==> src/rtl/net_macros.svh <==
/*
 * network front shared constants
 * widths, ethertype and IP protocol codes, reset values and base addresses
 */
`ifndef NET_MACROS_SVH
`define NET_MACROS_SVH

// stream widths
`define NET_DATA_W 64
`define NET_KEEP_W 8
`define NET_CNT_W 32

// header codes
`define NET_ETH_ARP  16'h0806
`define NET_ETH_IPV4 16'h0800
`define NET_PROTO_ICMP 8'd1
`define NET_PROTO_TCP  8'd6

// reset and base addresses, lsb first
`define NET_IP_RESET 32'hD1D4010B
`define NET_MAC_BASE 48'hE59D02350A00

// stalled cycles tolerated before rx_stall sets
`define NET_STALL_LIMIT 2

`endif
==> src/rtl/net_proto_pkg.sv <==
/*
 * protocol types
 * receive class and the address and ethertype fields
 */
package net_proto_pkg;

  // class of a received packet, decided on its first beat
  typedef enum logic [1:0] {
    PROTO_ARP,
    PROTO_ICMP,
    PROTO_TCP,
    PROTO_DROP  // anything not handled here
  } proto_e;

  typedef logic [15:0] ethertype_t;

  // addresses are kept lsb first, as on the wire
  typedef logic [31:0] ip_addr_t;
  typedef logic [47:0] mac_addr_t;

endpackage

==> src/rtl/net_stream_pkg.sv <==
/*
 * stream types
 * beat payload, byte enables, statistics counters and tx grant state
 */
`include "net_macros.svh"

package net_stream_pkg;

  typedef logic [`NET_DATA_W-1:0] beat_t;  // one 64 bit word
  typedef logic [`NET_KEEP_W-1:0] keep_t;  // byte enables
  typedef logic [`NET_CNT_W-1:0] cnt_t;

  // tx merge owner, held for a whole packet
  typedef enum logic [1:0] {
    GRANT_NONE,
    GRANT_ARP,
    GRANT_TCP
  } tx_grant_e;

endpackage

==> src/rtl/net_front.sv <==
/*
 * network front top level
 * address config, rx classification, tx merge and statistics
 */
`timescale 1ns/1ps

module net_front (
  input  logic                     user_clk,
  input  logic                     net_aresetn,
  // configuration
  input  net_proto_pkg::ip_addr_t  set_ip_addr_data,
  input  logic [7:0]               set_board_number_data,
  output net_proto_pkg::ip_addr_t  local_ip_address,
  output net_proto_pkg::mac_addr_t local_mac_address,
  output net_proto_pkg::ip_addr_t  default_gateway,
  // network rx in
  input  logic                     rx_valid,
  input  net_stream_pkg::beat_t    rx_data,
  input  net_stream_pkg::keep_t    rx_keep,
  input  logic                     rx_last,
  output logic                     rx_ready,
  // classified rx out, shared payload
  output net_stream_pkg::beat_t    rx_out_data,
  output net_stream_pkg::keep_t    rx_out_keep,
  output logic                     rx_out_last,
  output logic                     arp_rx_valid,
  input  logic                     arp_rx_ready,
  output logic                     icmp_rx_valid,
  input  logic                     icmp_rx_ready,
  output logic                     tcp_rx_valid,
  input  logic                     tcp_rx_ready,
  // tx sources
  input  logic                     arp_tx_valid,
  input  net_stream_pkg::beat_t    arp_tx_data,
  input  net_stream_pkg::keep_t    arp_tx_keep,
  input  logic                     arp_tx_last,
  output logic                     arp_tx_ready,
  input  logic                     tcp_tx_valid,
  input  net_stream_pkg::beat_t    tcp_tx_data,
  input  net_stream_pkg::keep_t    tcp_tx_keep,
  input  logic                     tcp_tx_last,
  output logic                     tcp_tx_ready,
  // merged network tx
  output logic                     net_tx_valid,
  output net_stream_pkg::beat_t    net_tx_data,
  output net_stream_pkg::keep_t    net_tx_keep,
  output logic                     net_tx_last,
  input  logic                     net_tx_ready,
  // statistics
  output net_stream_pkg::cnt_t     rx_word_count,
  output net_stream_pkg::cnt_t     rx_pkt_count,
  output net_stream_pkg::cnt_t     tx_word_count,
  output net_stream_pkg::cnt_t     tx_pkt_count,
  output net_stream_pkg::cnt_t     tcp_rx_pkt_count,
  output net_stream_pkg::cnt_t     drop_pkt_count,
  output logic                     rx_stall
);

  logic drop_pkt;  // classifier to stats only

  net_addr_config u_addr_config (
    .user_clk, .net_aresetn,
    .set_ip_addr_data, .set_board_number_data,
    .local_ip_address, .local_mac_address, .default_gateway
  );

  rx_classifier u_rx_classifier (
    .user_clk, .net_aresetn,
    .rx_valid, .rx_data, .rx_keep, .rx_last,
    .arp_rx_ready, .icmp_rx_ready, .tcp_rx_ready,
    .rx_ready, .rx_out_data, .rx_out_keep, .rx_out_last,
    .arp_rx_valid, .icmp_rx_valid, .tcp_rx_valid,
    .drop_pkt
  );

  tx_merger u_tx_merger (
    .user_clk, .net_aresetn,
    .arp_tx_valid, .arp_tx_data, .arp_tx_keep, .arp_tx_last,
    .tcp_tx_valid, .tcp_tx_data, .tcp_tx_keep, .tcp_tx_last,
    .net_tx_ready, .arp_tx_ready, .tcp_tx_ready,
    .net_tx_valid, .net_tx_data, .net_tx_keep, .net_tx_last
  );

  // stats taps the rx, tcp rx and merged tx handshakes
  net_stats u_net_stats (
    .user_clk, .net_aresetn,
    .rx_valid, .rx_ready, .rx_last,
    .net_tx_valid, .net_tx_ready, .net_tx_last,
    .tcp_rx_valid, .tcp_rx_ready, .rx_out_last, .drop_pkt,
    .rx_word_count, .rx_pkt_count, .tx_word_count, .tx_pkt_count,
    .tcp_rx_pkt_count, .drop_pkt_count, .rx_stall
  );

endmodule

==> src/rtl/net_stats.sv <==
/*
 * traffic statistics
 * word and packet counters plus a sticky rx stall flag
 */
`timescale 1ns/1ps
`include "net_macros.svh"

module net_stats (
  input  logic                 user_clk,
  input  logic                 net_aresetn,
  input  logic                 rx_valid,
  input  logic                 rx_ready,
  input  logic                 rx_last,
  input  logic                 net_tx_valid,
  input  logic                 net_tx_ready,
  input  logic                 net_tx_last,
  input  logic                 tcp_rx_valid,
  input  logic                 tcp_rx_ready,
  input  logic                 rx_out_last,
  input  logic                 drop_pkt,
  output net_stream_pkg::cnt_t rx_word_count,
  output net_stream_pkg::cnt_t rx_pkt_count,
  output net_stream_pkg::cnt_t tx_word_count,
  output net_stream_pkg::cnt_t tx_pkt_count,
  output net_stream_pkg::cnt_t tcp_rx_pkt_count,
  output net_stream_pkg::cnt_t drop_pkt_count,
  output logic                 rx_stall
);
  import net_stream_pkg::*;

  logic [7:0] stall_cnt;  // consecutive back-pressured cycles
  logic       rx_xfer;
  logic       tx_xfer;
  logic       tcp_xfer;

  assign rx_xfer  = rx_valid && rx_ready;
  assign tx_xfer  = net_tx_valid && net_tx_ready;
  assign tcp_xfer = tcp_rx_valid && tcp_rx_ready;

  always_ff @(posedge user_clk) begin
    if (!net_aresetn) begin
      rx_word_count    <= '0;
      rx_pkt_count     <= '0;
      tx_word_count    <= '0;
      tx_pkt_count     <= '0;
      tcp_rx_pkt_count <= '0;
      drop_pkt_count   <= '0;
    end else begin
      if (rx_xfer) rx_word_count <= rx_word_count + cnt_t'(1);
      if (rx_xfer && rx_last) rx_pkt_count <= rx_pkt_count + cnt_t'(1);
      if (tx_xfer) tx_word_count <= tx_word_count + cnt_t'(1);
      if (tx_xfer && net_tx_last) tx_pkt_count <= tx_pkt_count + cnt_t'(1);
      if (tcp_xfer && rx_out_last) tcp_rx_pkt_count <= tcp_rx_pkt_count + cnt_t'(1);
      if (drop_pkt) drop_pkt_count <= drop_pkt_count + cnt_t'(1);
    end
  end

  always_ff @(posedge user_clk) begin
    if (!net_aresetn) begin
      stall_cnt <= '0;
      rx_stall  <= 1'b0;
    end else begin
      if (rx_ready) begin
        stall_cnt <= '0;
      end else if (rx_valid && stall_cnt != 8'hff) begin
        stall_cnt <= stall_cnt + 8'd1;  // saturate, flag is sticky anyway
      end
      if (stall_cnt > 8'(`NET_STALL_LIMIT)) rx_stall <= 1'b1;
    end
  end

  // a stall run past the limit raises the flag one cycle later
  a_stall_sets: assert property (@(posedge user_clk) disable iff (!net_aresetn)
    (rx_valid && !rx_ready) [*(`NET_STALL_LIMIT + 1)] |=> ##1 rx_stall);

endmodule

==> src/rtl/tx_merger.sv <==
/*
 * transmit merger
 * round robin between arp and tcp, one whole packet per grant
 */
`timescale 1ns/1ps

module tx_merger (
  input  logic                  user_clk,
  input  logic                  net_aresetn,
  input  logic                  arp_tx_valid,
  input  net_stream_pkg::beat_t arp_tx_data,
  input  net_stream_pkg::keep_t arp_tx_keep,
  input  logic                  arp_tx_last,
  input  logic                  tcp_tx_valid,
  input  net_stream_pkg::beat_t tcp_tx_data,
  input  net_stream_pkg::keep_t tcp_tx_keep,
  input  logic                  tcp_tx_last,
  input  logic                  net_tx_ready,
  output logic                  arp_tx_ready,
  output logic                  tcp_tx_ready,
  output logic                  net_tx_valid,
  output net_stream_pkg::beat_t net_tx_data,
  output net_stream_pkg::keep_t net_tx_keep,
  output logic                  net_tx_last
);
  import net_stream_pkg::*;

  tx_grant_e grant;
  logic      last_tcp;  // tcp owned the previous packet
  logic      net_xfer;
  logic      pkt_done;

  // granted source passes straight through
  always_comb begin
    case (grant)
      GRANT_ARP: net_tx_valid = arp_tx_valid;
      GRANT_TCP: net_tx_valid = tcp_tx_valid;
      default:   net_tx_valid = 1'b0;  // idle cycle between packets
    endcase
  end

  assign net_tx_data  = (grant == GRANT_TCP) ? tcp_tx_data : arp_tx_data;
  assign net_tx_keep  = (grant == GRANT_TCP) ? tcp_tx_keep : arp_tx_keep;
  assign net_tx_last  = (grant == GRANT_TCP) ? tcp_tx_last : arp_tx_last;
  assign arp_tx_ready = (grant == GRANT_ARP) && net_tx_ready;
  assign tcp_tx_ready = (grant == GRANT_TCP) && net_tx_ready;

  assign net_xfer = net_tx_valid && net_tx_ready;
  assign pkt_done = net_xfer && net_tx_last;

  always_ff @(posedge user_clk) begin
    if (!net_aresetn) begin
      grant    <= GRANT_NONE;
      last_tcp <= 1'b0;
    end else begin
      case (grant)
        GRANT_NONE: begin
          if (arp_tx_valid && tcp_tx_valid) begin
            grant <= last_tcp ? GRANT_ARP : GRANT_TCP;  // alternate on contention
          end else if (arp_tx_valid) begin
            grant <= GRANT_ARP;
          end else if (tcp_tx_valid) begin
            grant <= GRANT_TCP;
          end
        end
        default: begin
          if (pkt_done) begin
            grant    <= GRANT_NONE;
            last_tcp <= (grant == GRANT_TCP);
          end
        end
      endcase
    end
  end

  // a back-pressured beat stays on net_tx until it is taken
  a_tx_hold: assert property (@(posedge user_clk) disable iff (!net_aresetn)
    net_tx_valid && !net_tx_ready |=>
      net_tx_valid && $stable({net_tx_data, net_tx_keep, net_tx_last}));

endmodule

==> src/rtl/rx_classifier.sv <==
/*
 * receive classifier
 * decodes the first beat and steers the whole packet to arp, icmp or tcp,
 * or swallows it
 */
`timescale 1ns/1ps
`include "net_macros.svh"

module rx_classifier (
  input  logic                  user_clk,
  input  logic                  net_aresetn,
  input  logic                  rx_valid,
  input  net_stream_pkg::beat_t rx_data,
  input  net_stream_pkg::keep_t rx_keep,
  input  logic                  rx_last,
  input  logic                  arp_rx_ready,
  input  logic                  icmp_rx_ready,
  input  logic                  tcp_rx_ready,
  output logic                  rx_ready,
  output net_stream_pkg::beat_t rx_out_data,
  output net_stream_pkg::keep_t rx_out_keep,
  output logic                  rx_out_last,
  output logic                  arp_rx_valid,
  output logic                  icmp_rx_valid,
  output logic                  tcp_rx_valid,
  output logic                  drop_pkt
);
  import net_proto_pkg::*;

  logic       first_beat;  // next beat opens a packet
  proto_e     proto_q;     // class of the packet in flight
  proto_e     proto_hdr;   // class decoded from the current beat
  proto_e     proto_cur;
  ethertype_t ethertype;
  logic [7:0] ip_proto;
  logic       rx_xfer;

  assign ethertype = rx_data[15:0];
  assign ip_proto  = rx_data[23:16];

  always_comb begin
    proto_hdr = PROTO_DROP;
    if (ethertype == `NET_ETH_ARP) begin
      proto_hdr = PROTO_ARP;
    end else if (ethertype == `NET_ETH_IPV4) begin
      if (ip_proto == `NET_PROTO_ICMP) proto_hdr = PROTO_ICMP;
      else if (ip_proto == `NET_PROTO_TCP) proto_hdr = PROTO_TCP;
    end
  end

  assign proto_cur = first_beat ? proto_hdr : proto_q;  // header beat decides directly

  always_comb begin
    case (proto_cur)
      PROTO_ARP:  rx_ready = arp_rx_ready;
      PROTO_ICMP: rx_ready = icmp_rx_ready;
      PROTO_TCP:  rx_ready = tcp_rx_ready;
      default:    rx_ready = 1'b1;  // drops are sunk at full rate
    endcase
  end

  assign rx_xfer = rx_valid && rx_ready;

  // one shared payload, per class valids
  assign rx_out_data   = rx_data;
  assign rx_out_keep   = rx_keep;
  assign rx_out_last   = rx_last;
  assign arp_rx_valid  = rx_valid && (proto_cur == PROTO_ARP);
  assign icmp_rx_valid = rx_valid && (proto_cur == PROTO_ICMP);
  assign tcp_rx_valid  = rx_valid && (proto_cur == PROTO_TCP);
  assign drop_pkt      = rx_xfer && rx_last && (proto_cur == PROTO_DROP);

  always_ff @(posedge user_clk) begin
    if (!net_aresetn) begin
      first_beat <= 1'b1;
      proto_q    <= PROTO_DROP;
    end else if (rx_xfer) begin
      first_beat <= rx_last;
      if (first_beat) proto_q <= proto_hdr;  // latch class for the body
    end
  end

  // a beat held under back-pressure stays on the same output
  a_stall_same_output: assert property (@(posedge user_clk) disable iff (!net_aresetn)
    rx_valid && !rx_ready |=> $stable({arp_rx_valid, icmp_rx_valid, tcp_rx_valid}));

endmodule

==> src/rtl/net_addr_config.sv <==
/*
 * address configuration
 * samples ip and board number, then derives local ip, mac and gateway
 */
`timescale 1ns/1ps
`include "net_macros.svh"

module net_addr_config (
  input  logic                     user_clk,
  input  logic                     net_aresetn,
  input  net_proto_pkg::ip_addr_t  set_ip_addr_data,
  input  logic [7:0]               set_board_number_data,
  output net_proto_pkg::ip_addr_t  local_ip_address,
  output net_proto_pkg::mac_addr_t local_mac_address,
  output net_proto_pkg::ip_addr_t  default_gateway
);
  import net_proto_pkg::*;

  localparam mac_addr_t mac_base = `NET_MAC_BASE;

  ip_addr_t   ip_q;     // byte swapped input
  logic [7:0] board_q;

  // first stage, sampled every cycle
  always_ff @(posedge user_clk) begin
    if (!net_aresetn) begin
      ip_q    <= `NET_IP_RESET;
      board_q <= '0;
    end else begin
      ip_q    <= {set_ip_addr_data[7:0], set_ip_addr_data[15:8],
                  set_ip_addr_data[23:16], set_ip_addr_data[31:24]};
      board_q <= set_board_number_data;
    end
  end

  // second stage distributes the derived values
  always_ff @(posedge user_clk) begin
    if (!net_aresetn) begin
      local_ip_address  <= '0;
      local_mac_address <= '0;
      default_gateway   <= '0;
    end else begin
      local_ip_address  <= ip_q;
      // board number offsets the top mac byte so boards stay unique
      local_mac_address <= {mac_base[47:40] + board_q, mac_base[39:0]};
      default_gateway   <= {8'h01, ip_q[23:0]};  // gateway sits at .1 of the subnet
    end
  end

endmodule

==> config.mk <==
export PLATFORM = sky130hd
export DESIGN_NAME = net_front
export DESIGN_NICKNAME = d
export VERILOG_FILES = /design/src/rtl/net_proto_pkg.sv /design/src/rtl/net_stream_pkg.sv /design/src/rtl/net_front.sv /design/src/rtl/net_stats.sv /design/src/rtl/tx_merger.sv /design/src/rtl/rx_classifier.sv /design/src/rtl/net_addr_config.sv
export VERILOG_INCLUDE_DIRS = /design/src /design/src/rtl
export SDC_FILE = /design/constraint.sdc
export NUM_CORES = 1
export LEC_CHECK = 0
export BUFFER_PORTS_ARGS = -buffer_cell sky130_fd_sc_hd__clkbuf_2
export CAP_MARGIN = 20
export CORE_AREA = 2 2 278 280
export DETAILED_ROUTE_END_ITERATION = 7
export DIE_AREA = 0 0 280 282
export PLACE_DENSITY = 0.49
export SLEW_MARGIN = 30
export SYNTH_ARGS = -nofsm -noshare
export SYNTH_HDL_FRONTEND = slang
export SYNTH_SLANG_ARGS = --single-unit
==> constraint.sdc <==
create_clock -name user_clk -period 3.6 [get_ports user_clk]
set_clock_uncertainty 0.1 [all_clocks]
set_input_delay 0.18 -clock user_clk [delete_from_list [all_inputs] [get_ports user_clk]]
set_output_delay 0.18 -clock user_clk [all_outputs]
set_load 0.05 [all_outputs]
## Word level (Yosys, flattened, before mapping)

Index checks and enable logic that the tools add are counted.

| storage, ports and cells | value |
|---|---|
| register bits | 359 |
| bits of input ports | 268 |

| operators by class | value |
|---|---|
| add/subtract/negate cells | 8 |
| eq/ne operators | 11 |
| bitwise gates (word level) | 2 |
| reduce and logical (&&, ||, !) cells | 20 |
| $lt $le $gt $ge | 1 |
| mux-type cells | 18 |

Operator list:

| kind | count |
|---|---|
| 32-bit by 1-bit adder with 32-bit output (second input constant) | 6 |
| 64-bit two-way mux | 1 |
| 40-bit two-way mux | 1 |
| 16-bit by 12-bit equality test with 1-bit output (second input constant) | 2 |
| 25-bit two-way mux | 1 |
| 2-bit two-way mux | 10 |
| 1-bit logical AND | 14 |
| 8-bit by 1-bit adder with 8-bit output (second input constant) | 1 |
| 8-bit adder (first input constant) | 1 |
| 8-bit by 1-bit equality test with 1-bit output (second input constant) | 1 |
| 8-bit by 3-bit equality test with 1-bit output (second input constant) | 1 |
| 8-bit by 2-bit > comparator with 1-bit output (second input constant) | 1 |
| 8-bit two-way mux | 1 |
| 8-bit != test (second input constant) | 1 |
| 2-bit equality test (second input constant) | 3 |
| 2-bit by 1-bit equality test with 1-bit output (second input constant) | 2 |
| 2-bit zero test | 2 |
| 4-bit by 3-bit != test with 1-bit output (second input constant) | 1 |
| 2-bit AND reduction | 2 |
| 1-bit one-hot mux with 3 select lines | 1 |
| 1-bit two-way mux | 2 |
| 1-bit NOT | 2 |
| 1-bit one-hot mux with 2 select lines | 1 |
| 2-bit nonzero test | 1 |
| 2-bit OR reduction | 1 |

## Logic depth before layout (Yosys ltp)

Gate-level depths: netlist of the first run.

| depth | value |
|---|---|
| depth in word-level cells | 11 |
| mapped depth | 10 |

## Hierarchy

Synthesis of the first run repeated with hierarchy kept, for this count alone.

| second synthesis, totals | value |
|---|---|
| cells, all modules | 1606 |
| area total of the unflattened synthesis | 14372.5 um2 |

Modules (own cells, without submodules):

| module | seq. area each (um2) | area each (um2) | cells each | instances |
|---|---|---|---|---|
| net_stats | 4023.9 | 9519.1 | 1122 | 1 |
| net_addr_config | 1621.6 | 2816.5 | 260 | 1 |
| tx_merger | 60.1 | 1104.8 | 107 | 1 |
| rx_classifier | 60.1 | 932.1 | 117 | 1 |

## Least setup slack after synthesis of the first run

OpenSTA, ideal clock, no wires.

| timing path | value |
|---|---|
| kind | input-to-reg |
| from | in rx_data[0] |
| to | reg u_net_stats.stall_cnt[1] |
| stages on the path | 9 |
| required time | 3.367 ns |
| setup time | 0.133 ns |
| data arrival time | 2.663 ns |
| path buffers | 2 |
| path slack | 0.704 ns |
| cell sequence | nor4_4 -> nand4_4 -> o31ai_4 -> a2111oi_2 -> buf_2 -> a21oi_1 -> nand2b_1 -> clkbuf_1 -> a211oi_1 |

| between the ends | value |
|---|---|
| longest elaborated chain between the ends | 7 |
| elaborated cells between the ends (all ways) | 10 |
| classes of those cells | eq/ne: 4; mux: 4; reduce/logical: 2 |

RTL lines:

| what | RTL line | RTL |
|---|---|---|
| start: declaration | net_front.sv:18 | `input net_stream_pkg::beat_t rx_data,` |
| 16-bit by 12-bit equality test with 1-bit output (no line) | n/a |  |
| 2-bit two-way mux | rx_classifier.sv:45 | `` end else if (ethertype == `NET_ETH_IPV4) begin `` |
| 2-bit two-way mux (*) | rx_classifier.sv:43 | `` if (ethertype == `NET_ETH_ARP) begin `` |
| 2-bit two-way mux (*) | rx_classifier.sv:51 | `assign proto_cur = first_beat ? proto_hdr : proto_q;` |
| 2-bit equality test (tied with other cells) | rx_classifier.sv:54 | `case (proto_cur)` |
| 1-bit one-hot mux with 3 select lines (*) | rx_classifier.sv:54 |  |
| net rx_ready | net_front.sv:21 | `output logic rx_ready,` |
| 2-bit OR reduction (no line) (*) | n/a |  |
| end signal: assignment | net_stats.sv:66 | `stall_cnt <= stall_cnt + 8'd1;` |
| end: declaration | net_stats.sv:31 | `logic [7:0] stall_cnt;` |

Mark *: on every way through the listed nets, which the timed path passes. The rest lies on a longest branch.
A chain may end at the register's enable or synchronous reset.

## Worst setup path in the final report of the first run

| timing path | value |
|---|---|
| from | reg u_tx_merger.grant[0] |
| to | out net_tx_data[63] |

| between the ends | value |
|---|---|
| longest elaborated chain between the ends | 2 |

RTL lines:

| what | RTL line | RTL |
|---|---|---|
| start: declaration | tx_merger.sv:28 | `tx_grant_e grant;` |
| start signal: assignment | tx_merger.sv:59 | `grant <= last_tcp ? GRANT_ARP : GRANT_TCP;` |
| 2-bit equality test | tx_merger.sv:42 | `assign net_tx_data = (grant == GRANT_TCP) ? tcp_tx_data : arp_tx_data;` |
| 64-bit two-way mux | tx_merger.sv:42 |  |
| end: declaration | net_front.sv:45 | `output net_stream_pkg::beat_t net_tx_data,` |

Every way passes these cells.

==> results.yml, run 1 <==
layout:
  final-instance-count-excl-fill: 3132
  drive_above_1_share: 0.356
  design_area_mm2: 0.0189
  final_nets: 2407
  fill_cells: 8338
  syn_to_final_growth_pct: 35.0
  final_util: 0.250
clocking:
  cts_tree: "done"
  clkSinkCount: 288
  post_cts_resized: 0
  cts_htree_levels: 2
  worstSkewPairLatency_ns: 0.53
  path_clk_slew_ns: 0.06
  clock_path_buffers: 3
  root_buffer: "clkbuf_16"
  cts_made_buffers: 37
power_and_ir_drop:
  seqPwrFrac: 0.395
  netSwitchingPower_mw: 2.53
  clkPwrFrac: 0.433
  pwr-share-comb: 0.172
  vdd_ir_drop_max_mv: 0.217
  cell_internal_pwr_mw: 5.80
  switching_share: 0.304
  power.leakage_nw: 7.72
  p_per_area_mw_per_mm2: 441
  power_mw: 8.34
global_routing:
  grt_first_pass_wirelength_mm: 85.2
  grt_overflow_total: 0
  grt_pass1_vias: 12400
  grtUsageTotal: 0.147
  grt_max_degree: 80
  antenna_found_initial: 17
sta:
  finalCriticalPeriod_ns: 3.17
  period_share: 0.882
  rsz0062_at_grt: "no"
  max_freq_ghz: 0.315
  tns_ns: 0
  worst_pin_slew_ns: 0.899
  setup_violations: 0
  slew_violations: 0
  finalWorstSetupSlack_ns: 0.426
  relSlewSlack: 0.400
  hold_viol: 0
  whs_ns: 0.0738
setup_path:
  cp_max_fo: 65
  critPathArrivalTime_ns: 2.89
  worstSetupStartpointType: "register"
  worstSetupPathType: "reg2out"
  required_ns: 3.32
  critPathTopFamily: "buffers and inverters"
  r2r_setup_slack_ns: 0.52
  critical_path_buf_inv_count: 4
  worstPathCellList: "inv_1, ha_4, buf_4, buf_4, mux2_2, clkbuf_2"
  crit_path_end_kind: "primary output"
  cp_common_cell: "buf_4"
  rr_worst_depth: 9
  timing.rr.end: "u_net_stats.tx_pkt_count[26]$_SDFFE_PN0P_"
  r2r-start: "u_tx_merger.grant[0]$_SDFFE_PN0P_"
  cp_slowest_cell: "buf_4"
  cpPeakStageDelay_ns: 0.71
hold_path:
  min_from: "net_tx_ready"
  holdPathEnd: "u_net_stats.tx_pkt_count[1]$_SDFFE_PN0P_"
  hold-path-cell-count: 4
  hold_path.class: "in2reg"
floorplan:
  die_w_um: 280
  initial_core_util: 0.185
  io_pins: 726
  die_h_um: 282
  core-area_mm2: 0.0757
  die-area_mm2: 0.0790
  rows: 101
synthesis:
  yosysSeqAreaShare: 0.411
  syn_area_mm2: 0.0140
  ys_warn_count: 0
  async_flop_share: 0
  netlist.area_leader.share: 0.411
  syn_inst: 1592
  synth_flop_cell: "dfxtp_1"
  ys_seq_elements: 288
  synth_area_leaders: "dfxtp_1 (41%), buf_4 (7.8%), mux2_2 (5.9%)"
  yosysMostFrequentCell: "dfxtp_1"
  synth_common_cells: "dfxtp_1 (288), nor2_1 (150), buf_4 (145)"
  synth_edf_count: 0
  yosysTopAreaCell: "dfxtp_1"
  synth_area_per_cell_um2: 8.81
  ys_types: 61
routing:
  vias_per_cell: 4.19
  drtIter0Drc: 596
  drc: 0
  wl_met2_mm: 27.9
  wl_mm: 60.7
  wl_met3_mm: 6.04
  firstDrtPassIters: 4
  top_layer_used: "met5"
  drt-met1-wl_mm: 25.3
  route.vias.total: 13100
  ant_nets: 0
  wl_per_cell_um: 19.4
placement:
  place_ws_ns: 0.523
  dp_cells: 3021
  gp_routability_congestion: 0.971
  place_area_mm2: 0.0173
  post-dp-hpwl_mm: 49.1
  portBuffers: 594
flow_run:
  maxCapViolCount: 0
status:
  outcome: "finished, final reports clean"
-- state kept, by name, summed over array words and instances, names as in the netlist, 2 cells and up --
| register | cells |
|---|---|
| u_addr_config.local_mac_address | 9 |
| u_tx_merger.grant | 2 |
| u_rx_classifier.proto_q | 2 |
| u_net_stats.tx_pkt_count | 32 |
| u_addr_config.local_ip_address | 9 |
| u_net_stats.drop_pkt_count | 32 |
| u_net_stats.rx_pkt_count | 32 |
| u_addr_config.ip_q | 32 |
| u_net_stats.tcp_rx_pkt_count | 32 |
| u_net_stats.rx_word_count | 32 |
| u_addr_config.default_gateway | 23 |
| u_addr_config.board_q | 8 |
| u_net_stats.stall_cnt | 8 |
| u_net_stats.tx_word_count | 32 |
-- layout make-up --
type | count | area [um^2] | area share
Clock inverter | 9 | 111 | 0.00589
Inverter | 37 | 144 | 0.00760
Sequential cell | 288 | 5770 | 0.305
Antenna cell | 3 | 7.51 | 0.000397
Timing Repair Buffer | 671 | 3690 | 0.195
Multi-Input combinational cell | 1092 | 6930 | 0.366
Tap cell | 978 | 1220 | 0.0647
Clock buffer | 54 | 1050 | 0.0555
-- cell usage in the layout, fill, tap and decap left out, types with 21 or more instances in the layout --
master / n
dfxtp_1: 288
a21oi_1: 88
mux2_2: 73
nor2_1: 150
nand3_1: 72
xnor2_1: 57
clkbuf_16: 37
dlygate4sd3_1: 45
or4_1: 25
and2_1: 77
xor2_1: 55
inv_1: 36
nand2b_1: 21
nor3_1: 26
nand4_1: 46
buf_4: 30
nand2_1: 86
or3_1: 59
clkbuf_2: 593
conb_1: 35
o21ai_0: 62
and3_1: 27
o31ai_1: 21
-- routing by layer --
metal	up-vias	track usage
met2	495	0.243
met5	-	0
met3	87	0.0668
met4	2	0.0348
met1	6077	0.172
li1	6465	-
-- power groups by stage --
| stage | clock (mW) | sequential [mW] | combinational [mW] |
|---|---|---|---|
| 2_1_floorplan | 0 | 3.46 | 1.06 |
| 3_3_place_gp | 0 | 3.36 | 1.40 |
| 3_5_place_dp | 0 | 3.36 | 1.40 |
| 4_1_cts | 3.74 | 3.29 | 1.45 |
| 5_1_grt | 3.86 | 3.30 | 1.51 |
| 6_report | 3.61 | 3.29 | 1.44 |
-- how the worst max path moves through the flow --
stage	start	endpoint	slack (ns)	depth (start not counted)
4_1_cts	u_tx_merger.grant[0]$_SDFFE_PN0P_	net_tx_data[63]	0.33	6
3_3_place_gp	rx_data[13]	u_net_stats.rx_pkt_count[31]$_SDFFE_PN0P_	0.63	10
3_5_place_dp	u_tx_merger.grant[0]$_SDFFE_PN0P_	u_net_stats.tx_pkt_count[22]$_SDFFE_PN0P_	0.52	9
5_1_grt	u_tx_merger.grant[0]$_SDFFE_PN0P_	u_net_stats.tx_pkt_count[25]$_SDFFE_PN0P_	0.23	9
2_1_floorplan	rx_data[0]	u_net_stats.stall_cnt[1]$_SDFFE_PP0P_	0.70	9
6_report	u_tx_merger.grant[0]$_SDFFE_PN0P_	net_tx_data[63]	0.43	6
-- kinds of logic after synthesis --
kind of cell / count (synthesis) / synth area share
other: 1 / 0.000267
buffers and inverters: 246 / 0.105
multiplexers: 80 / 0.0636
AO/OA/AOI/OAI: 215 / 0.0941
AND/OR/NAND/NOR: 638 / 0.245
adder cells (fa/ha/maj): 12 / 0.0107
flip-flops: 288 / 0.411
XOR/XNOR: 112 / 0.0700
-- worst min-delay path: cells and delay by family --
kind / cells / cell delay (ns)
and+or+nand+nor: 2 / 0.30
AOI/OAI and AO/OA: 1 / 0.05
buffers and inverters: 1 / 0.13
-- what timing repair did --
action,in CTS,in global routing
buffers inserted,0,0
endpoints found under the hold margin,45,0
hold buffers,45,0
Power figures use the tool's default switching activity.
==> inputs of run 2 (changes only) <==
--- a/config.mk
+++ b/config.mk
@@ -11,7 +11,7 @@
 export CORE_AREA = 2 2 278 280
 export DETAILED_ROUTE_END_ITERATION = 7
 export DIE_AREA = 0 0 280 282
-export PLACE_DENSITY = 0.49
+export PLACE_DENSITY_LB_ADDON = 0.12
 export SLEW_MARGIN = 30
 export SYNTH_ARGS = -nofsm -noshare
 export SYNTH_HDL_FRONTEND = slang
==> results.yml, run 2 (synthesized netlist as in run 1, its figures left out) <==
status:
  outcome: "finished, final reports clean"
setup_path:
  required_ns: 3.32
  endpoint: "net_tx_data[27]"
  cp_slowest_cell: "buf_4"
  worstPathCellList: "inv_1, ha_4, buf_4, buf_4, mux2_2, clkbuf_2"
  cpPeakStageDelay_ns: 0.52
  worstSetupStartpointType: "register"
  cp_common_cell: "buf_4"
  cp_max_fo: 41
  r2r-start: "u_rx_classifier.first_beat$_SDFFE_PN1P_"
  critPathArrivalTime_ns: 3.08
  crit_path_end_kind: "primary output"
  critPathLaunch: "u_tx_merger.grant[0]$_SDFFE_PN0P_"
  r2r_setup_slack_ns: 0.55
  rr_worst_depth: 8
  worstSetupPathType: "reg2out"
  timing.rr.end: "u_net_stats.rx_pkt_count[12]$_SDFFE_PN0P_"
layout:
  fill_cells: 8338
  design_area_mm2: 0.0190
  final_common_cell: "clkbuf_2"
  diodes: 0
  syn_to_final_growth_pct: 35.3
  drive_above_1_share: 0.355
  final_nets: 2404
  final_cell_mix: "clkbuf_2 (593), dfxtp_1 (288), nor2_1 (150)"
routing:
  ant_nets: 0
  wl_met3_mm: 4.22
  drtIter0Drc: 500
  wl_mm: 52.4
  drc: 0
  wl_per_cell_um: 16.8
  route.vias.total: 13100
  vias_per_cell: 4.19
  wl_met2_mm: 24.1
  drt-met1-wl_mm: 22.6
  firstDrtPassIters: 4
  top_layer_used: "met5"
sta:
  hold_viol: 0
  worst_pin_slew_ns: 0.778
  rsz0062_at_grt: "no"
  max_freq_ghz: 0.297
  tns_ns: 0
  whs_ns: 0.0611
  slew_violations: 0
  period_share: 0.934
  finalCriticalPeriod_ns: 3.36
  relSlewSlack: 0.481
  setup_violations: 0
placement:
  portBuffers: 594
  gp_routability_congestion: 0.884
  post-dp-hpwl_mm: 39.8
  place_area_mm2: 0.0173
global_routing:
  antenna_found_initial: 5
  grt_overflow_total: 0
  grtUsageTotal: 0.125
  grt_pass1_vias: 12800
  grt_max_degree: 87
  grt_first_pass_wirelength_mm: 77.0
floorplan:
  die_w_um: 280
  io_pins: 726
  die_h_um: 282
  die-area_mm2: 0.0790
  initial_core_util: 0.185
  core-area_mm2: 0.0757
  rows: 101
power_and_ir_drop:
  pwr-share-comb: 0.164
  netSwitchingPower_mw: 2.52
  clkPwrFrac: 0.448
  seqPwrFrac: 0.388
  p_per_area_mw_per_mm2: 447
  vdd_ir_drop_max_mv: 0.205
  switching_share: 0.297
  cell_internal_pwr_mw: 5.96
  power.leakage_nw: 7.74
clocking:
  post_cts_resized: 0
  cts_htree_levels: 2
  root_buffer: "clkbuf_16"
  clkSinkCount: 288
  path_clk_slew_ns: 0.05
  clock_path_buffers: 3
  cts_made_buffers: 39
  cts_tree: "done"
  worstSkewPairLatency_ns: 0.54
flow_run:
  maxCapViolCount: 0
hold_path:
  hold_path.class: "in2reg"
==> run 2: cell types whose count changed in the layout (fill, tap and decap cells not counted), moves of 2 or more <==
cell	previous run	this run
buf_4	30	26
clkbuf_16	37	41
clkbuf_8	6	9
clkinvlp_4	2	0
diode_2	3	0
inv_6	4	1
==> run 2: worst min path at each step <==
stage                     cells past startpoint         start                                          end
final                                         4  net_tx_ready     u_net_stats.tx_pkt_count[1]$_SDFFE_PN0P_
after global routing                          4  net_tx_ready     u_net_stats.tx_pkt_count[1]$_SDFFE_PN0P_
after CTS                                     4  net_tx_ready     u_net_stats.tx_pkt_count[1]$_SDFFE_PN0P_
after detailed placement                      0   rx_data[29]                              rx_out_data[29]
after global placement                        0   rx_data[29]                              rx_out_data[29]
after floorplan                               0   net_aresetn  u_addr_config.local_mac_address[36]$_DFF_P_
==> run 2: power groups by stage <==
stage | combinational (mW) | sequential (mW) | clock [mW]
after global routing | 1.47 | 3.30 | 4.09
after CTS | 1.41 | 3.29 | 3.97
after global placement | 1.36 | 3.36 | 0
after floorplan | 1.06 | 3.46 | 0
after detailed placement | 1.36 | 3.36 | 0
final | 1.40 | 3.29 | 3.80
==> run 2: worst max-delay path: cells and delay by family, from the launching register on <==
kind                       cells  cell delay (ns)
DFF                            1             0.32
adders and majority gates      1             0.36
muxes                          1             0.47
buffers and inverters          4             1.34
==> run 2: what timing repair did <==
action | in CTS | in global routing
hold buffers | 45 | 0
hold endpoints to repair | 48 | 0
buffers inserted | 0 | 0
==> run 2: area by class of cell <==
class | instances | area [um^2] | area share
Multi-Input combinational cell | 1092 | 6950 | 0.366
Sequential cell | 288 | 5770 | 0.304
Timing Repair Buffer | 666 | 3650 | 0.193
Tap cell | 978 | 1220 | 0.0645
Clock buffer | 61 | 1190 | 0.0628
Inverter | 37 | 144 | 0.00758
Clock inverter | 3 | 43.8 | 0.00231
==> run 2: through the flow <==
step / setup WS [ns] / utilization / cells / power (mW)
after CTS: 0.168 / 0.250 / 3125 / 8.68
after floorplan: 0.704 / - / 1626 / 4.53
after global placement: 0.501 / 0.228 / 3016 / 4.72
after detailed placement: 0.487 / 0.228 / 3016 / 4.72
after global routing: 0.0664 / 0.251 / 3125 / 8.86
final: 0.238 / 0.251 / 3125 / 8.49
==> run 2: routing by layer <==
layer	up-vias	global-route usage
met5	-	0
met4	2	0.0399
met3	77	0.0424
met2	440	0.206
met1	6138	0.154
li1	6438	-
==> inputs of run 3 (changes only) <==
--- a/config.mk
+++ b/config.mk
@@ -8,11 +8,13 @@
 export LEC_CHECK = 0
 export BUFFER_PORTS_ARGS = -buffer_cell sky130_fd_sc_hd__clkbuf_2
 export CAP_MARGIN = 20
-export CORE_AREA = 2 2 278 280
+export CORE_AREA = 2 2 282 284
 export DETAILED_ROUTE_END_ITERATION = 7
-export DIE_AREA = 0 0 280 282
+export DIE_AREA = 0 0 284 286
 export PLACE_DENSITY_LB_ADDON = 0.12
+export RECOVER_POWER = 50
 export SLEW_MARGIN = 30
 export SYNTH_ARGS = -nofsm -noshare
 export SYNTH_HDL_FRONTEND = slang
+export SYNTH_HIERARCHICAL = 1
 export SYNTH_SLANG_ARGS = --single-unit
==> constraint.sdc (replaced) <==
create_clock -name user_clk -period 4.28 [get_ports user_clk]
set_clock_uncertainty 0.1 [all_clocks]
set_input_delay 0.214 -clock user_clk [delete_from_list [all_inputs] [get_ports user_clk]]
set_output_delay 0.214 -clock user_clk [all_outputs]
set_load 0.05 [all_outputs]
==> results.yml, run 3 <==
routing:
  route.vias.total: 13800
  vias_per_cell: 4.33
  wl_per_cell_um: 20.6
  ant_nets: 0
  wl_mm: 65.7
  firstDrtPassIters: 4
  drtIter0Drc: 569
  drc: 0
power_and_ir_drop:
  pwr-share-comb: 0.165
  clkPwrFrac: 0.451
  cell_internal_pwr_mw: 4.98
  netSwitchingPower_mw: 2.22
  p_per_area_mw_per_mm2: 381
  switching_share: 0.308
  seqPwrFrac: 0.384
  power.leakage_nw: 6.93
  vdd_ir_drop_max_mv: 0.272
setup_path:
  cp_max_fo: 21
  rr_worst_depth: 8
  worstSetupStartpointType: "input port"
  crit_path_end_kind: "register"
  r2r_setup_slack_ns: 0.96
  timing.rr.end: "u_net_stats/tx_word_count[27]$_SDFFE_PN0N_"
  critPathArrivalTime_ns: 3.95
  worstSetupPathType: "in2reg"
  r2r-start: "u_tx_merger/grant[1]$_SDFFE_PN0P_"
  critPathLaunch: "rx_data[13]"
  required_ns: 4.60
clocking:
  cts_tree: "done"
  cts_htree_levels: 2
  root_buffer: "clkbuf_16"
  post_cts_resized: 0
  path_clk_slew_ns: 0.06
  clkSinkCount: 288
  worstSkewPairLatency_ns: 0.55
  clock_path_buffers: 3
  cts_made_buffers: 39
sta:
  finalCriticalPeriod_ns: 3.62
  setup_violations: 0
  whs_ns: 0.0236
  rsz0062_at_grt: "no"
  slew_violations: 104
  period_share: 0.846
  hold_viol: 0
  relSlewSlack: -0.378
  tns_ns: 0
  max_freq_ghz: 0.276
  worst_pin_slew_ns: 2.07
synthesis:
  ys_seq_elements: 288
  ys_types: 63
  syn_area_mm2: 0.0144
  synth_area_leaders: "dfxtp_1 (40%), buf_4 (8.0%), mux2_2 (5.6%)"
  ys_warn_count: 6
  synth_area_per_cell_um2: 8.95
  syn_inst: 1606
  synth_edf_count: 0
  async_flop_share: 0
  yosysSeqAreaShare: 0.401
  synth_common_cells: "dfxtp_1 (288), buf_4 (153), a21oi_1 (115)"
  yosysMostFrequentCell: "dfxtp_1"
  yosysTopAreaCell: "dfxtp_1"
  netlist.area_leader.share: 0.401
  synth_flop_cell: "dfxtp_1"
placement:
  gp_routability_congestion: 0.897
  post-dp-hpwl_mm: 52.4
  portBuffers: 594
hold_path:
  holdPathEnd: "u_addr_config/ip_q[8]$_SDFF_PN1_"
  hold_path.class: "in2reg"
  hold-path-cell-count: 2
  min_from: "net_aresetn"
global_routing:
  antenna_found_initial: 14
  grt_overflow_total: 0
  grt_pass1_vias: 13300
  grt_first_pass_wirelength_mm: 92.7
  grt_max_degree: 105
  grtUsageTotal: 0.153
floorplan:
  die_h_um: 286
  die-area_mm2: 0.0812
  die_w_um: 284
  initial_core_util: 0.183
  rows: 103
  io_pins: 726
  core-area_mm2: 0.0784
flow_run:
  maxCapViolCount: 1
status:
  outcome: "finished with violations"
  violations: "max-capacitance violations, max-slew violations"
layout:
  fill_cells: 8802
  final_common_cell: "clkbuf_2"
  syn_to_final_growth_pct: 31.6
  final_cell_mix: "clkbuf_2 (369), dfxtp_1 (288), clkbuf_1 (235)"
  drive_above_1_share: 0.257
  final_nets: 2387
-- run 3: kinds of logic (layout without fill, tap and decap cells) --
family          Yosys count  after routing  synth area share
compound gates          266            266             0.116
xor+xnor                 69             69            0.0420
fa+ha+maj                12             12            0.0104
buf+inv                 273            765             0.113
flops                   288            288             0.401
mux                      88             88            0.0679
other cells               1             36          0.000261
simple gates            609            609             0.249
-- run 3: final cells by class --
cell class / instances / area [um^2] / area share
Antenna cell: 1 / 2.50 / 0.000132
Clock buffer: 57 / 1120 / 0.0595
Clock inverter: 9 / 116 / 0.00615
Inverter: 40 / 154 / 0.00814
Multi-Input combinational cell: 1079 / 7130 / 0.377
Sequential cell: 288 / 5770 / 0.305
Tap cell: 1050 / 1310 / 0.0695
Timing Repair Buffer: 659 / 3310 / 0.175
-- run 3: worst max-delay path by stage --
stage,slack [ns],endpoint,cells after the start
after global routing,0.46,u_net_stats/tcp_rx_pkt_count[31]$_SDFFE_PN0P_,12
after detailed placement,0.05,u_net_stats/rx_pkt_count[27]$_SDFFE_PN0P_,13
after CTS,0.64,u_net_stats/rx_pkt_count[29]$_SDFFE_PN0P_,13
final,0.66,u_net_stats/rx_pkt_count[29]$_SDFFE_PN0P_,13
after floorplan,0.20,u_net_stats/rx_pkt_count[30]$_SDFFE_PN0P_,13
after global placement,0.09,u_net_stats/rx_pkt_count[27]$_SDFFE_PN0P_,13
-- run 3: timing repair --
item | 4_1_cts | 5_1_grt
hold buffers | 44 | 0
endpoints found under the setup margin | 0 | 0
buffers inserted | 0 | 0
hold endpoints to repair | 42 | 0
-- run 3: worst max-delay path: stages --
cell      delay (ns)
clkbuf_2        0.09
nor4_2          0.65
nand4_2         0.42
nor4_4          0.41
o21ai_2         0.12
and3_2          0.21
a21oi_1         0.16
buf_4           0.16
nand3_2         0.06
or4_1           0.53
buf_4           0.22
or4_1           0.51
a21oi_1         0.16
-- run 3: metal layers --
metal  vias to the layer above  wire length, um  global-route usage
li1                       6641                -                   -
met1                      6500            24000               0.161
met2                       527            35900               0.303
met3                        98             3900              0.0337
met4                         2             1810              0.0403
met5                         -               16                   0
-- run 3: power by group through the flow --
stage	registers, mW	clock network, mW	logic (mW)
floorplan	2.91	0	0.908
global placement	2.82	0	1.19
detailed placement	2.82	0	1.18
CTS	2.77	3.40	1.22
global route	2.77	3.47	1.25
finish	2.77	3.25	1.19
-- run 3: per-stage QoR --
| step | setup slack (ns) | power [mW] | instance area [um^2] | utilization | std cells |
|---|---|---|---|---|---|
| 4_1_cts | 0.639 | 7.38 | 19200 | 0.245 | 3182 |
| 5_1_grt | 0.455 | 7.49 | 18900 | 0.241 | 3183 |
| 3_5_place_dp | 0.0536 | 4.01 | 17500 | 0.223 | 3072 |
| 6_report | 0.659 | 7.21 | 18900 | 0.241 | 3183 |
| 2_1_floorplan | 0.202 | 3.82 | 14500 | - | 1640 |
| 3_3_place_gp | 0.0869 | 4.01 | 17500 | 0.223 | 3072 |
